## src/id_pkg.sv

```systemverilog
`default_nettype none

package id_pkg;

    localparam int XLEN       = 32;
    localparam int REG_ADDR_W = 5;
    localparam int ALU_OP_W   = 12;

    // bit positions in the one-hot alu vector
    localparam int ALU_ADD  = 0;
    localparam int ALU_SUB  = 1;
    localparam int ALU_SLT  = 2;
    localparam int ALU_SLTU = 3;
    localparam int ALU_AND  = 4;
    localparam int ALU_NOR  = 5;
    localparam int ALU_OR   = 6;
    localparam int ALU_XOR  = 7;
    localparam int ALU_SLL  = 8;
    localparam int ALU_SRL  = 9;
    localparam int ALU_SRA  = 10;
    localparam int ALU_LUI  = 11;

    // primary opcodes
    localparam logic [5:0] OP_SPECIAL = 6'h00;
    localparam logic [5:0] OP_REGIMM  = 6'h01;
    localparam logic [5:0] OP_J       = 6'h02;
    localparam logic [5:0] OP_JAL     = 6'h03;
    localparam logic [5:0] OP_BEQ     = 6'h04;
    localparam logic [5:0] OP_BNE     = 6'h05;
    localparam logic [5:0] OP_BLEZ    = 6'h06;
    localparam logic [5:0] OP_BGTZ    = 6'h07;
    localparam logic [5:0] OP_ADDIU   = 6'h09;
    localparam logic [5:0] OP_SLTI    = 6'h0a;
    localparam logic [5:0] OP_SLTIU   = 6'h0b;
    localparam logic [5:0] OP_ANDI    = 6'h0c;
    localparam logic [5:0] OP_ORI     = 6'h0d;
    localparam logic [5:0] OP_XORI    = 6'h0e;
    localparam logic [5:0] OP_LUI     = 6'h0f;
    localparam logic [5:0] OP_LW      = 6'h23;
    localparam logic [5:0] OP_SW      = 6'h2b;

    // function codes under SPECIAL
    localparam logic [5:0] FN_SLL  = 6'h00;
    localparam logic [5:0] FN_SRL  = 6'h02;
    localparam logic [5:0] FN_SRA  = 6'h03;
    localparam logic [5:0] FN_JR   = 6'h08;
    localparam logic [5:0] FN_JALR = 6'h09;
    localparam logic [5:0] FN_ADDU = 6'h21;
    localparam logic [5:0] FN_SUBU = 6'h23;
    localparam logic [5:0] FN_AND  = 6'h24;
    localparam logic [5:0] FN_OR   = 6'h25;
    localparam logic [5:0] FN_XOR  = 6'h26;
    localparam logic [5:0] FN_NOR  = 6'h27;
    localparam logic [5:0] FN_SLT  = 6'h2a;
    localparam logic [5:0] FN_SLTU = 6'h2b;

    // REGIMM selectors in the rt field
    localparam logic [4:0] RT_BLTZ = 5'h00;
    localparam logic [4:0] RT_BGEZ = 5'h01;

    localparam logic [REG_ADDR_W-1:0] REG_RA = 5'd31;

    typedef struct packed {
        logic [5:0]            op;
        logic [REG_ADDR_W-1:0] rs;
        logic [REG_ADDR_W-1:0] rt;
        logic [REG_ADDR_W-1:0] rd;
        logic [4:0]            sa;
        logic [5:0]            func;
    } r_fields_t;

    typedef struct packed {
        logic [5:0]            op;
        logic [REG_ADDR_W-1:0] rs;
        logic [REG_ADDR_W-1:0] rt;
        logic [15:0]           imm;
    } i_fields_t;

    typedef struct packed {
        logic [5:0]  op;
        logic [25:0] index;
    } j_fields_t;

    // one instruction word in three formats
    typedef union packed {
        r_fields_t r;
        i_fields_t i;
        j_fields_t j;
    } inst_t;

    typedef struct packed {
        inst_t           inst;
        logic [XLEN-1:0] pc;
    } fetch_bus_t;

    // one result source that also serves as the register file write
    typedef struct packed {
        logic                  valid;
        logic                  we;
        logic [REG_ADDR_W-1:0] dest;
        logic [XLEN-1:0]       data;
    } fwd_src_t;

    typedef struct packed {
        logic [ALU_OP_W-1:0]   alu_op;
        logic                  load_op;
        logic                  mem_we;
        logic                  src1_is_sa;
        logic                  src1_is_pc;
        logic                  src2_is_simm;
        logic                  src2_is_zimm;
        logic                  src2_is_8;
        logic                  gr_we;
        logic [REG_ADDR_W-1:0] dest;
        logic [15:0]           imm;
    } dec_ctrl_t;

    typedef struct packed {
        dec_ctrl_t       ctrl;
        logic [XLEN-1:0] rs_value;
        logic [XLEN-1:0] rt_value;
        logic [XLEN-1:0] pc;
    } ds_to_es_t;

    typedef struct packed {
        logic            taken;
        logic [XLEN-1:0] target;
    } br_bus_t;

endpackage

`default_nettype wire

```

## src/id_ctrl.sv

```systemverilog
`timescale 1ns/1ps
`default_nettype none

module id_ctrl import id_pkg::*; (
    input  logic       clk,
    input  logic       reset,
    input  logic       fs_to_ds_valid,
    input  fetch_bus_t fs_to_ds_bus,
    input  logic       es_allowin,
    input  logic       load_use,
    output logic       ds_allowin,
    output logic       ds_valid,
    output logic       ds_to_es_valid,
    output fetch_bus_t ds_bus
);

    logic ds_ready;

    // held instruction waits while execute still holds its load
    assign ds_ready       = ~load_use;
    assign ds_allowin     = ~ds_valid | (ds_ready & es_allowin);
    assign ds_to_es_valid = ds_valid & ds_ready;

    always_ff @(posedge clk) begin
        if (reset) begin
            ds_valid <= 1'b0;
        end else if (ds_allowin) begin
            ds_valid <= fs_to_ds_valid;
        end
    end

    // instruction and pc, loaded on a fetch transfer
    always_ff @(posedge clk) begin
        if (fs_to_ds_valid && ds_allowin) begin
            ds_bus <= fs_to_ds_bus;
        end
    end

endmodule

`default_nettype wire

```

## src/inst_decoder.sv

```systemverilog
`timescale 1ns/1ps
`default_nettype none

module inst_decoder import id_pkg::*; (
    input  inst_t     inst,
    output dec_ctrl_t ctrl,
    output logic      uses_rs,
    output logic      uses_rt
);

    logic is_special;
    logic is_regimm;
    logic rs_zero;
    logic rt_zero;
    logic rd_zero;
    logic sa_zero;

    logic inst_addu, inst_subu, inst_slt, inst_sltu;
    logic inst_and, inst_or, inst_xor, inst_nor;
    logic inst_sll, inst_srl, inst_sra;
    logic inst_addiu, inst_slti, inst_sltiu;
    logic inst_andi, inst_ori, inst_xori, inst_lui;
    logic inst_lw, inst_sw;
    logic inst_beq, inst_bne, inst_blez, inst_bgtz, inst_bltz, inst_bgez;
    logic inst_j, inst_jal, inst_jr, inst_jalr;

    logic alu_r;
    logic alu_shift;
    logic alu_imm;
    logic branch;
    logic known;
    logic dst_is_rt;

    assign is_special = inst.r.op == OP_SPECIAL;
    assign is_regimm  = inst.r.op == OP_REGIMM;
    assign rs_zero    = inst.r.rs == '0;
    assign rt_zero    = inst.r.rt == '0;
    assign rd_zero    = inst.r.rd == '0;
    assign sa_zero    = inst.r.sa == '0;

    // register forms need sa clear, shifts need rs clear
    assign inst_addu  = is_special & sa_zero & (inst.r.func == FN_ADDU);
    assign inst_subu  = is_special & sa_zero & (inst.r.func == FN_SUBU);
    assign inst_slt   = is_special & sa_zero & (inst.r.func == FN_SLT);
    assign inst_sltu  = is_special & sa_zero & (inst.r.func == FN_SLTU);
    assign inst_and   = is_special & sa_zero & (inst.r.func == FN_AND);
    assign inst_or    = is_special & sa_zero & (inst.r.func == FN_OR);
    assign inst_xor   = is_special & sa_zero & (inst.r.func == FN_XOR);
    assign inst_nor   = is_special & sa_zero & (inst.r.func == FN_NOR);
    assign inst_sll   = is_special & rs_zero & (inst.r.func == FN_SLL);
    assign inst_srl   = is_special & rs_zero & (inst.r.func == FN_SRL);
    assign inst_sra   = is_special & rs_zero & (inst.r.func == FN_SRA);
    assign inst_jr    = is_special & rt_zero & rd_zero & sa_zero & (inst.r.func == FN_JR);
    assign inst_jalr  = is_special & rt_zero & sa_zero & (inst.r.func == FN_JALR);

    assign inst_addiu = inst.i.op == OP_ADDIU;
    assign inst_slti  = inst.i.op == OP_SLTI;
    assign inst_sltiu = inst.i.op == OP_SLTIU;
    assign inst_andi  = inst.i.op == OP_ANDI;
    assign inst_ori   = inst.i.op == OP_ORI;
    assign inst_xori  = inst.i.op == OP_XORI;
    assign inst_lui   = (inst.i.op == OP_LUI) & rs_zero;
    assign inst_lw    = inst.i.op == OP_LW;
    assign inst_sw    = inst.i.op == OP_SW;
    assign inst_beq   = inst.i.op == OP_BEQ;
    assign inst_bne   = inst.i.op == OP_BNE;
    assign inst_blez  = (inst.i.op == OP_BLEZ) & rt_zero;
    assign inst_bgtz  = (inst.i.op == OP_BGTZ) & rt_zero;
    assign inst_bltz  = is_regimm & (inst.i.rt == RT_BLTZ);
    assign inst_bgez  = is_regimm & (inst.i.rt == RT_BGEZ);
    assign inst_j     = inst.j.op == OP_J;
    assign inst_jal   = inst.j.op == OP_JAL;

    // instruction classes
    assign alu_r     = inst_addu | inst_subu | inst_slt | inst_sltu
                     | inst_and | inst_or | inst_xor | inst_nor;
    assign alu_shift = inst_sll | inst_srl | inst_sra;
    assign alu_imm   = inst_addiu | inst_slti | inst_sltiu | inst_andi
                     | inst_ori | inst_xori | inst_lui;
    assign branch    = inst_beq | inst_bne | inst_blez | inst_bgtz | inst_bltz | inst_bgez;
    assign known     = alu_r | alu_shift | alu_imm | inst_lw | inst_sw | branch
                     | inst_j | inst_jal | inst_jr | inst_jalr;

    // address adds and link adds share the adder
    assign ctrl.alu_op[ALU_ADD]  = inst_addu | inst_addiu | inst_lw | inst_sw | inst_jal | inst_jalr;
    assign ctrl.alu_op[ALU_SUB]  = inst_subu;
    assign ctrl.alu_op[ALU_SLT]  = inst_slt | inst_slti;
    assign ctrl.alu_op[ALU_SLTU] = inst_sltu | inst_sltiu;
    assign ctrl.alu_op[ALU_AND]  = inst_and | inst_andi;
    assign ctrl.alu_op[ALU_NOR]  = inst_nor;
    assign ctrl.alu_op[ALU_OR]   = inst_or | inst_ori;
    assign ctrl.alu_op[ALU_XOR]  = inst_xor | inst_xori;
    assign ctrl.alu_op[ALU_SLL]  = inst_sll;
    assign ctrl.alu_op[ALU_SRL]  = inst_srl;
    assign ctrl.alu_op[ALU_SRA]  = inst_sra;
    assign ctrl.alu_op[ALU_LUI]  = inst_lui;

    assign ctrl.load_op      = inst_lw;
    assign ctrl.mem_we       = inst_sw;
    assign ctrl.src1_is_sa   = alu_shift;
    assign ctrl.src1_is_pc   = inst_jal | inst_jalr;
    assign ctrl.src2_is_simm = inst_addiu | inst_slti | inst_sltiu | inst_lui | inst_lw | inst_sw;
    assign ctrl.src2_is_zimm = inst_andi | inst_ori | inst_xori;
    assign ctrl.src2_is_8    = inst_jal | inst_jalr;
    assign ctrl.gr_we        = alu_r | alu_shift | alu_imm | inst_lw | inst_jal | inst_jalr;

    // no destination without a register write
    assign dst_is_rt = alu_imm | inst_lw;
    assign ctrl.dest = !ctrl.gr_we ? '0 :
                       inst_jal    ? REG_RA :
                       dst_is_rt   ? inst.i.rt :
                                     inst.r.rd;
    assign ctrl.imm  = known ? inst.i.imm : '0;

    assign uses_rs = alu_r | (alu_imm & ~inst_lui) | inst_lw | inst_sw | branch
                   | inst_jr | inst_jalr;
    assign uses_rt = alu_r | alu_shift | inst_sw | inst_beq | inst_bne;

endmodule

`default_nettype wire

```

## src/regfile.sv

```systemverilog
`timescale 1ns/1ps
`default_nettype none

module regfile import id_pkg::*; (
    input  logic                  clk,
    input  logic [REG_ADDR_W-1:0] raddr1,
    input  logic [REG_ADDR_W-1:0] raddr2,
    output logic [XLEN-1:0]       rdata1,
    output logic [XLEN-1:0]       rdata2,
    input  fwd_src_t              wr
);

    logic [XLEN-1:0] rf [0:(1 << REG_ADDR_W) - 1];

    // r0 is never written
    always_ff @(posedge clk) begin
        if (wr.valid && wr.we && wr.dest != '0) begin
            rf[wr.dest] <= wr.data;
        end
    end

    assign rdata1 = (raddr1 == '0) ? '0 : rf[raddr1];
    assign rdata2 = (raddr2 == '0) ? '0 : rf[raddr2];

endmodule

`default_nettype wire

```

## src/operand_forward.sv

```systemverilog
`timescale 1ns/1ps
`default_nettype none

module operand_forward import id_pkg::*; (
    input  logic [REG_ADDR_W-1:0] rs,
    input  logic [REG_ADDR_W-1:0] rt,
    input  logic                  uses_rs,
    input  logic                  uses_rt,
    input  logic [XLEN-1:0]       rdata1,
    input  logic [XLEN-1:0]       rdata2,
    input  fwd_src_t              es_fwd,
    input  fwd_src_t              ms_fwd,
    input  fwd_src_t              ws_fwd,
    input  logic                  es_load_op,
    output logic [XLEN-1:0]       rs_value,
    output logic [XLEN-1:0]       rt_value,
    output logic                  load_use
);

    function automatic logic hit(input fwd_src_t src, input logic [REG_ADDR_W-1:0] addr);
        return src.valid && src.we && src.dest == addr;
    endfunction

    // youngest result first, register file last
    function automatic logic [XLEN-1:0] pick(
        input logic [REG_ADDR_W-1:0] addr,
        input logic [XLEN-1:0]       rf_data,
        input fwd_src_t              es,
        input fwd_src_t              ms,
        input fwd_src_t              ws
    );
        if (addr == '0) begin
            return '0;
        end else if (hit(es, addr)) begin
            return es.data;
        end else if (hit(ms, addr)) begin
            return ms.data;
        end else if (hit(ws, addr)) begin
            return ws.data;
        end
        return rf_data;
    endfunction

    assign rs_value = pick(rs, rdata1, es_fwd, ms_fwd, ws_fwd);
    assign rt_value = pick(rt, rdata2, es_fwd, ms_fwd, ws_fwd);

    // load data only exists after memory, so execute cannot forward it
    assign load_use = es_load_op && es_fwd.dest != '0
                   && ((hit(es_fwd, rs) && uses_rs) || (hit(es_fwd, rt) && uses_rt));

endmodule

`default_nettype wire

```

## src/branch_unit.sv

```systemverilog
`timescale 1ns/1ps
`default_nettype none

module branch_unit import id_pkg::*; (
    input  inst_t           inst,
    input  logic [XLEN-1:0] pc,
    input  logic            ds_valid,
    input  logic [XLEN-1:0] rs_value,
    input  logic [XLEN-1:0] rt_value,
    output br_bus_t         br_bus
);

    logic [XLEN-1:0] pc_plus4;
    logic            is_cond;
    logic            is_jump;
    logic            is_jreg;
    logic            rs_eq_rt;
    logic            rs_neg;
    logic            rs_zero;
    logic            cond_met;

    // delay slot address
    assign pc_plus4 = pc + 32'd4;

    assign rs_eq_rt = rs_value == rt_value;
    assign rs_neg   = rs_value[XLEN-1];
    assign rs_zero  = rs_value == '0;

    always_comb begin
        cond_met = 1'b0;
        case (inst.i.op)
            OP_BEQ:    cond_met = rs_eq_rt;
            OP_BNE:    cond_met = ~rs_eq_rt;
            OP_BLEZ:   cond_met = (inst.i.rt == '0) & (rs_neg | rs_zero);
            OP_BGTZ:   cond_met = (inst.i.rt == '0) & ~rs_neg & ~rs_zero;
            OP_REGIMM: begin
                if (inst.i.rt == RT_BLTZ) begin
                    cond_met = rs_neg;
                end else if (inst.i.rt == RT_BGEZ) begin
                    cond_met = ~rs_neg;
                end
            end
            default:   cond_met = 1'b0;
        endcase
    end

    assign is_cond = (inst.i.op == OP_BEQ) | (inst.i.op == OP_BNE) | (inst.i.op == OP_BLEZ)
                   | (inst.i.op == OP_BGTZ) | (inst.i.op == OP_REGIMM);
    assign is_jump = (inst.j.op == OP_J) | (inst.j.op == OP_JAL);
    assign is_jreg = (inst.r.op == OP_SPECIAL) & (inst.r.rt == '0) & (inst.r.sa == '0)
                   & (((inst.r.func == FN_JR) & (inst.r.rd == '0)) | (inst.r.func == FN_JALR));

    assign br_bus.taken  = ds_valid & (cond_met | is_jump | is_jreg);
    assign br_bus.target = is_cond ? pc_plus4 + {{14{inst.i.imm[15]}}, inst.i.imm, 2'b00} :
                           is_jreg ? rs_value :
                                     {pc_plus4[31:28], inst.j.index, 2'b00};

endmodule

`default_nettype wire

```

## src/id_stage.sv

```systemverilog
`timescale 1ns/1ps
`default_nettype none

module id_stage import id_pkg::*; (
    input  logic       clk,
    input  logic       reset,
    input  logic       fs_to_ds_valid,
    input  fetch_bus_t fs_to_ds_bus,
    input  logic       es_allowin,
    input  fwd_src_t   es_fwd,
    input  fwd_src_t   ms_fwd,
    input  fwd_src_t   ws_fwd,
    input  logic       es_load_op,
    output logic       ds_allowin,
    output logic       ds_to_es_valid,
    output ds_to_es_t  ds_to_es_bus,
    output br_bus_t    br_bus
);

    fetch_bus_t      ds_bus;
    logic            ds_valid;
    logic            load_use;
    dec_ctrl_t       ctrl;
    logic            uses_rs;
    logic            uses_rt;
    logic [XLEN-1:0] rdata1;
    logic [XLEN-1:0] rdata2;
    logic [XLEN-1:0] rs_value;
    logic [XLEN-1:0] rt_value;

    id_ctrl u_id_ctrl (
        .clk            (clk),
        .reset          (reset),
        .fs_to_ds_valid (fs_to_ds_valid),
        .fs_to_ds_bus   (fs_to_ds_bus),
        .es_allowin     (es_allowin),
        .load_use       (load_use),
        .ds_allowin     (ds_allowin),
        .ds_valid       (ds_valid),
        .ds_to_es_valid (ds_to_es_valid),
        .ds_bus         (ds_bus)
    );

    inst_decoder u_inst_decoder (
        .inst    (ds_bus.inst),
        .ctrl    (ctrl),
        .uses_rs (uses_rs),
        .uses_rt (uses_rt)
    );

    // writeback result doubles as the register write port
    regfile u_regfile (
        .clk    (clk),
        .raddr1 (ds_bus.inst.r.rs),
        .raddr2 (ds_bus.inst.r.rt),
        .rdata1 (rdata1),
        .rdata2 (rdata2),
        .wr     (ws_fwd)
    );

    operand_forward u_operand_forward (
        .rs         (ds_bus.inst.r.rs),
        .rt         (ds_bus.inst.r.rt),
        .uses_rs    (uses_rs),
        .uses_rt    (uses_rt),
        .rdata1     (rdata1),
        .rdata2     (rdata2),
        .es_fwd     (es_fwd),
        .ms_fwd     (ms_fwd),
        .ws_fwd     (ws_fwd),
        .es_load_op (es_load_op),
        .rs_value   (rs_value),
        .rt_value   (rt_value),
        .load_use   (load_use)
    );

    branch_unit u_branch_unit (
        .inst     (ds_bus.inst),
        .pc       (ds_bus.pc),
        .ds_valid (ds_valid),
        .rs_value (rs_value),
        .rt_value (rt_value),
        .br_bus   (br_bus)
    );

    assign ds_to_es_bus.ctrl     = ctrl;
    assign ds_to_es_bus.rs_value = rs_value;
    assign ds_to_es_bus.rt_value = rt_value;
    assign ds_to_es_bus.pc       = ds_bus.pc;

endmodule

`default_nettype wire

```

## config.mk

```make
export PLATFORM = sky130hd
export DESIGN_NAME = id_stage
export DESIGN_NICKNAME = d
export VERILOG_FILES = /design/src/id_pkg.sv /design/src/id_ctrl.sv /design/src/inst_decoder.sv /design/src/regfile.sv /design/src/operand_forward.sv /design/src/branch_unit.sv /design/src/id_stage.sv
export SDC_FILE = /design/constraint.sdc
export NUM_CORES = 2
export LEC_CHECK = 0
export BUFFER_PORTS_ARGS = -buffer_cell sky130_fd_sc_hd__buf_2
export CORE_MARGIN = 2
export CORE_UTILIZATION = 30
export CTS_CLUSTER_SIZE = 20
export DETAILED_ROUTE_END_ITERATION = 7
export PLACE_DENSITY_LB_ADDON = 0.25
export SLEW_MARGIN = 0
export SYNTH_ARGS = -nofsm -noshare
export SYNTH_HDL_FRONTEND = slang
export SYNTH_HIERARCHICAL = 1
export SYNTH_SLANG_ARGS = --single-unit
```

## constraint.sdc

```tcl
create_clock -name clk -period 16.24 [get_ports clk]
set_clock_uncertainty 0.15 [all_clocks]
set_input_delay 3.248 -clock clk [delete_from_list [all_inputs] [get_ports clk]]
set_output_delay 3.248 -clock clk [all_outputs]
set_load 0.01 [all_outputs]
```

# [Word-level counts from Yosys, hierarchy flattened]
# Memories as Yosys holds them, arrays and structs flattened. A register that Yosys moved wholly into a read port is not among the register bits.
# Index checks and enable logic that the tools add are counted.
[classes] add_sub_neg=2 eq_ne=36 mux=33 bitwise_logic=105 reduce_logical=25
[ops] op="$mux 32" count=14
[ops] op="$or 1x1->1" count=66
[ops] op="$eq 6x6->1 const B" count=10
[ops] op="$eq 6x4->1 const B" count=9
[ops] op="$and 1x1->1" count=33
[ops] op="$add 32x3->32 const B" count=1
[ops] op="$add 32x32->32" count=1
[ops] op="$eq 32x32->1" count=1
[ops] op="$logic_not 32->1" count=1
[ops] op="$eq 5x5->1" count=6
[ops] op="$mux 5" count=5
[ops] op="$eq 6x2->1 const B" count=4
[ops] op="$eq 6x3->1 const B" count=4
[ops] op="$logic_not 5->1" count=4
[ops] op="$mux 16" count=1
[ops] op="$logic_and 1x1->1" count=15
[ops] op="$logic_not 6->1" count=2
[ops] op="$mux 1" count=12
[ops] op="$reduce_bool 5->1" count=2
[ops] op="$eq 6x1->1 const B" count=1
[ops] op="$not 1->1" count=6
[ops] op="$eq 5x1->1 const B" count=1
[ops] op="$pmux 1 s5" count=1
[ops] op="$logic_or 1x1->1" count=1
[word_totals] register_bits=65 ram_bits=1024 input_bits=186 out_inout_bits=172 wordCells=205 mem_count=1
[mem_list] name="u_regfile.rf" words=32 word_bits=32 rd=2 rd_clocked_by_memory_dff=2 write_ports=1 line="regfile.sv:13" rtl="logic [XLEN-1:0] rf [0:(1 << REG_ADDR_W) - 1];"

# [Logic depth before layout (Yosys ltp)]
[logic_depth] ltp_word=24 mapped_depth=19 ltp_nobuf=15

# [By module]
# Netlist, hierarchy kept.
[by_module_without_submodules] module="regfile" instances=1 cells_per_inst=2370 area_each_um2=47195.3 seq_area_each_um2=30749.5
[by_module_without_submodules] module="branch_unit" instances=1 cells_per_inst=484 area_each_um2=3291.9 seq_area_each_um2=0.0
[by_module_without_submodules] module="operand_forward" instances=1 cells_per_inst=426 area_each_um2=3079.2 seq_area_each_um2=0.0
[by_module_without_submodules] module="id_ctrl" instances=1 cells_per_inst=72 area_each_um2=1985.7 seq_area_each_um2=1941.9
[by_module_without_submodules] module="inst_decoder" instances=1 cells_per_inst=136 area_each_um2=1011.0 seq_area_each_um2=0.0

# [Worst setup path before layout]
# Ideal clock, no wire load.
[synth_path] path_kind="input-to-output" start="input port ms_fwd[35] (netlist bit)" end="output port br_bus[32] (netlist bit)" arrival_time_ns=6.301 required_time_ns=12.842 slack_ns=6.541 path_stages=13 path_buffers=0 cell_sequence="xor2_1 nor4_4 nand2_2 a31o_2 o32ai_1 nor4_1 nand4_1 o21bai_1 xnor2_1 or3b_2 o211ai_1 nand3_1 a21boi_0"
[synth_rtl] element="from (decl)" line="id_stage.sv:11" rtl="input fwd_src_t ms_fwd,"
[synth_rtl] element="to (decl)" line="id_stage.sv:17" rtl="output br_bus_t br_bus"

==> summary.md <==
| Metric | Value |
|---|---|
| Area added between synthesis and finish | 15.3% |
| Clock insertion delay at the later pin of the skew report | 730 ps |
| Max FO, Critical Path | 34 |
| Fraction of power consumed by sequential logic | 46.6% |
| Hold Startpoint | u_id_ctrl/ds_valid$_SDFFE_PP0P_ |
| Hold Path Cell Cnt | 2 |
| HPWL after detailed placement | 151000 um |
| Worst path required time | 12840 ps |
| Vias per inst | 5.92 |
| Number of fill cells in the layout | 17900 |
| Count of final setup violators | 0 |
| Leading area contributor after synthesis | sky130_fd_sc_hd__edfxtp_1 |
| Fraction of the mapped netlist area in compound gates | 9.65% |
| Hold Crit Endpoint | u_id_ctrl/ds_valid$_SDFFE_PP0P_ |
| Final TNS setup | 0 ps |
| Ratio of cells with drive above 1 in the final layout | 31.6% |
| Avg Inst Size Synth | 16.2 um2 |
| Global-route wire length before repair | 313000 um |
| Number of antenna-violating nets in the routed design | 0 |
| Top library cells by usage in the layout, fill and taps aside | sky130_fd_sc_hd__edfxtp_1, sky130_fd_sc_hd__mux4_2, sky130_fd_sc_hd__buf_2, sky130_fd_sc_hd__mux2i_1, sky130_fd_sc_hd__nor2_1 |
| Relative contribution of combinational cells to total power | 14.0% |
| Crit path kind | input port to primary output |
| Switching power summed over all nets | 0.00183 W |
| Per-cell routed wire length | 35.9 um |
| Endpoint of the most critical register-to-register path | u_id_ctrl/ds_bus[8]$_DFFE_PP_ |
| Setup Buffers After CTS | 0 |
| Critical path's slowest cell | sky130_fd_sc_hd__nand4b_1 |
| Number of max-slew violations in the final report | 0 |
| Async set-or-reset flop fraction in the synthesized netlist | 0% |
| Post-synth design cell area | 56600 um2 |
| Number of global-route vias before repair | 37000 |
| Internal power | 0.00495 W |
| Transition at the pin with the smallest max-transition slack | 1180 ps |
| Hold buffers post-CTS | 0 |
| Most common cell after layout, fill and taps aside | sky130_fd_sc_hd__edfxtp_1 |
| Post-Synthesis Cells | 3488 |
| Drt pass-1 iters | 5 |
| Worst min path class | flop to flop |
| Clock transition at the register clock pins on the worst setup and hold paths after CTS | 60 ps |
| Proportion of netlist area held by the largest area contributor | 57.8% |
| Hold Vio Cnt, Final | 0 |
| Total global routing track utilization | 23.4% |
| Post-synthesis xor/xnor area fraction | 1.80% |
| Number of distinct library cells after synthesis | 97 |
| Initial antenna violation count | 47 |
| Post-Synth Adder-Cell Area | 0.810% |
| Buffer depth of the longest clock path | 3 |
| Number of gates resized after CTS | 0 |
| Power density relative to cell area | 104 nW/um2 |
| DRC viols | 0 |
| Result of the run | finished clean |
| Residual overflow from global routing | 0 |
| Share of total power in the clock network | 39.3% |
| Flop2flop setup slack | 11100 ps |
| Leading register cell type out of synthesis | sky130_fd_sc_hd__edfxtp_1 |
| Post-synth EDFFs | 1088 |
| RSZ-0062 raised after global routing | no |
| Largest net degree at the start of global routing | 117 |
| Total wire length | 231000 um |
| # H-tree levels | 3 |
| Top cells by area in the synthesized netlist | sky130_fd_sc_hd__edfxtp_1, sky130_fd_sc_hd__mux4_2, sky130_fd_sc_hd__mux2i_1 |
| Maximum frequency from static timing analysis | 82.0 MHz |
| X dimension of the die | 438 um |
| Static leakage | 22.1 nW |
| Maximum vdd drop | 0.107 mV |
| Portion of the post-synthesis area used by sequential elements | 57.8% |
| # clock sinks | 1089 |
| Maximum cell stage delay along the critical path | 790 ps |
| Cell chain of the critical path | buf_2 -> xor2_1 -> nor2_4 -> nand2_2 -> nand4b_1 -> buf_4 -> o32ai_2 -> xor2_1 -> nor4_1 -> nand4_1 -> nor2_1 -> xnor2_1 -> o211ai_1 -> nand3_1 -> a21boi_0 -> buf_2 |
| Max Cap Violations | 0 |
| Top-level port count | 358 |
| Clock tree from TritonCTS | built |
| Period utilisation layout | 75.1% |
| Worst slew margin | 21.4% |
| Multiplexer share of the synthesized area | 21.3% |
| Area enclosed by the die boundary | 192000 um2 |
| GP Congestion | 0.926 |
| Combinational family with the most area after synthesis | multiplexers |
| Row Count | 159 |
| Y dimension of the die | 438 um |
| CORE AREA | 188000 um2 |
| Worst reg-to-reg path cell count | 12 |
| Fraction of power spent switching nets | 27.0% |
| Synth warnings | 6 |
| Via count | 38100 |
| Starting density of the core | 30.2% |
| Data arrival at the endpoint of the critical path | 8800 ps |
| Net total in the final layout | 4056 |
| Core utilization of the finished layout | 34.8% |
| Startpoint Class | input port |
| Crit path time final | 12200 ps |
| Kind of end point of the critical path | primary output |
| TritonCTS Buffers | 119 |
| Port buffer count | 357 |
| Flop and latch count out of synthesis | 1089 |
| Post-synthesis share of cell area spent on and, or, nand and nor gates | 5.28% |
| Root Buffer Master | sky130_fd_sc_hd__clkbuf_16 |
| Critical R2R Launch | u_id_ctrl/ds_bus[48]$_DFFE_PP_ |
| Number of DRC violations after detailed-routing iteration 0 | 5078 |
how the worst max path moves through the flow:
stage / startpoint / end / cells after the start
2_1_floorplan: ms_fwd[35] / br_bus[32] / 13
3_3_place_gp: ms_fwd[34] / br_bus[32] / 16
3_5_place_dp: ms_fwd[34] / br_bus[32] / 16
4_1_cts: ms_fwd[34] / br_bus[32] / 16
5_1_grt: ms_fwd[34] / br_bus[32] / 16
6_report: ms_fwd[34] / br_bus[32] / 16
power groups by stage:
stage | Clock (W) | Combinational, W | Sequential (W)
floorplan | 0 | 0.000525 | 0.00321
global placement | 0 | 0.000943 | 0.00322
detailed placement | 0 | 0.000942 | 0.00322
CTS | 0.00271 | 0.000945 | 0.00316
global route | 0.00282 | 0.000990 | 0.00316
finish | 0.00267 | 0.000951 | 0.00316
critical path, delay by kind of cell:
kind                      cells  cell delay (ps)
xor gates and xnor gates      3              500
and+or+nand+nor               7             3270
buffers and inverters         3              760
AOI/OAI and AO/OA             3              970
registers in the layout, summed over array words and instances, names as in the netlist:
name                count
u_regfile/rf         1024
u_id_ctrl/ds_valid      1
u_id_ctrl/ds_bus       64
Yosys cell counts, drive strengths merged, types with 19 or more instances:
library cell / count
edfxtp: 1088
mux4: 422
mux2i: 225
nor2: 182
buf: 146
clkbuf: 127
a211oi: 120
inv: 108
and3: 76
a21oi: 74
nand2: 72
a22o: 69
o32ai: 64
o22ai: 61
xor2: 59
xnor2: 57
nor3: 49
nand3: 37
ha: 35
nor4: 34
a2111oi: 33
a221oi: 32
o221ai: 31
a211o: 27
mux2: 27
a21o: 25
nor2b: 23
o21ai: 23
a21boi: 22
nand4: 19
logic make-up (layout without fill, tap and decap cells):
group           count (synthesis)  count (layout)
buf+inv                       381             793
xor+xnor                      116             116
simple gates                  562             562
compound gates                629             629
other cells                     1              46
fa+ha+maj                      36              36
flops                        1089            1089
mux                           674             674
metrics by stage:
step | total power, W | worst slack [ps] | std cells | hold slack [ps] | cell area [um2]
2_1_floorplan | 0.00374 | 6540 | 3519 | 378 | 56700
3_3_place_gp | 0.00416 | 4150 | 6208 | 491 | 61400
3_5_place_dp | 0.00416 | 4220 | 6208 | 503 | 61400
4_1_cts | 0.00682 | 4190 | 6426 | 511 | 65200
5_1_grt | 0.00698 | 3870 | 6429 | 549 | 65200
6_report | 0.00678 | 4040 | 6440 | 497 | 65200
cell type report:
cell class	instances	area [um2]	share of cell area, %
Sequential cell	1089	32700	50.1
Multi-Input combinational cell	2049	22500	34.5
Tap cell	2495	3120	4.79
Clock buffer	146	3080	4.72
Timing Repair Buffer	467	2730	4.18
Clock inverter	72	697	1.07
Inverter	108	405	0.621
Antenna cell	14	35.0	0.0537
routing by layer:
metal / track usage, % / part of all wire (%)
met5: 0 / 0.045
met4: 10.3 / 5.1
met1: 30.0 / 39
met3: 5.48 / 9.5
met2: 37.8 / 47
Note: power is estimated with default switching activity, not from simulation.
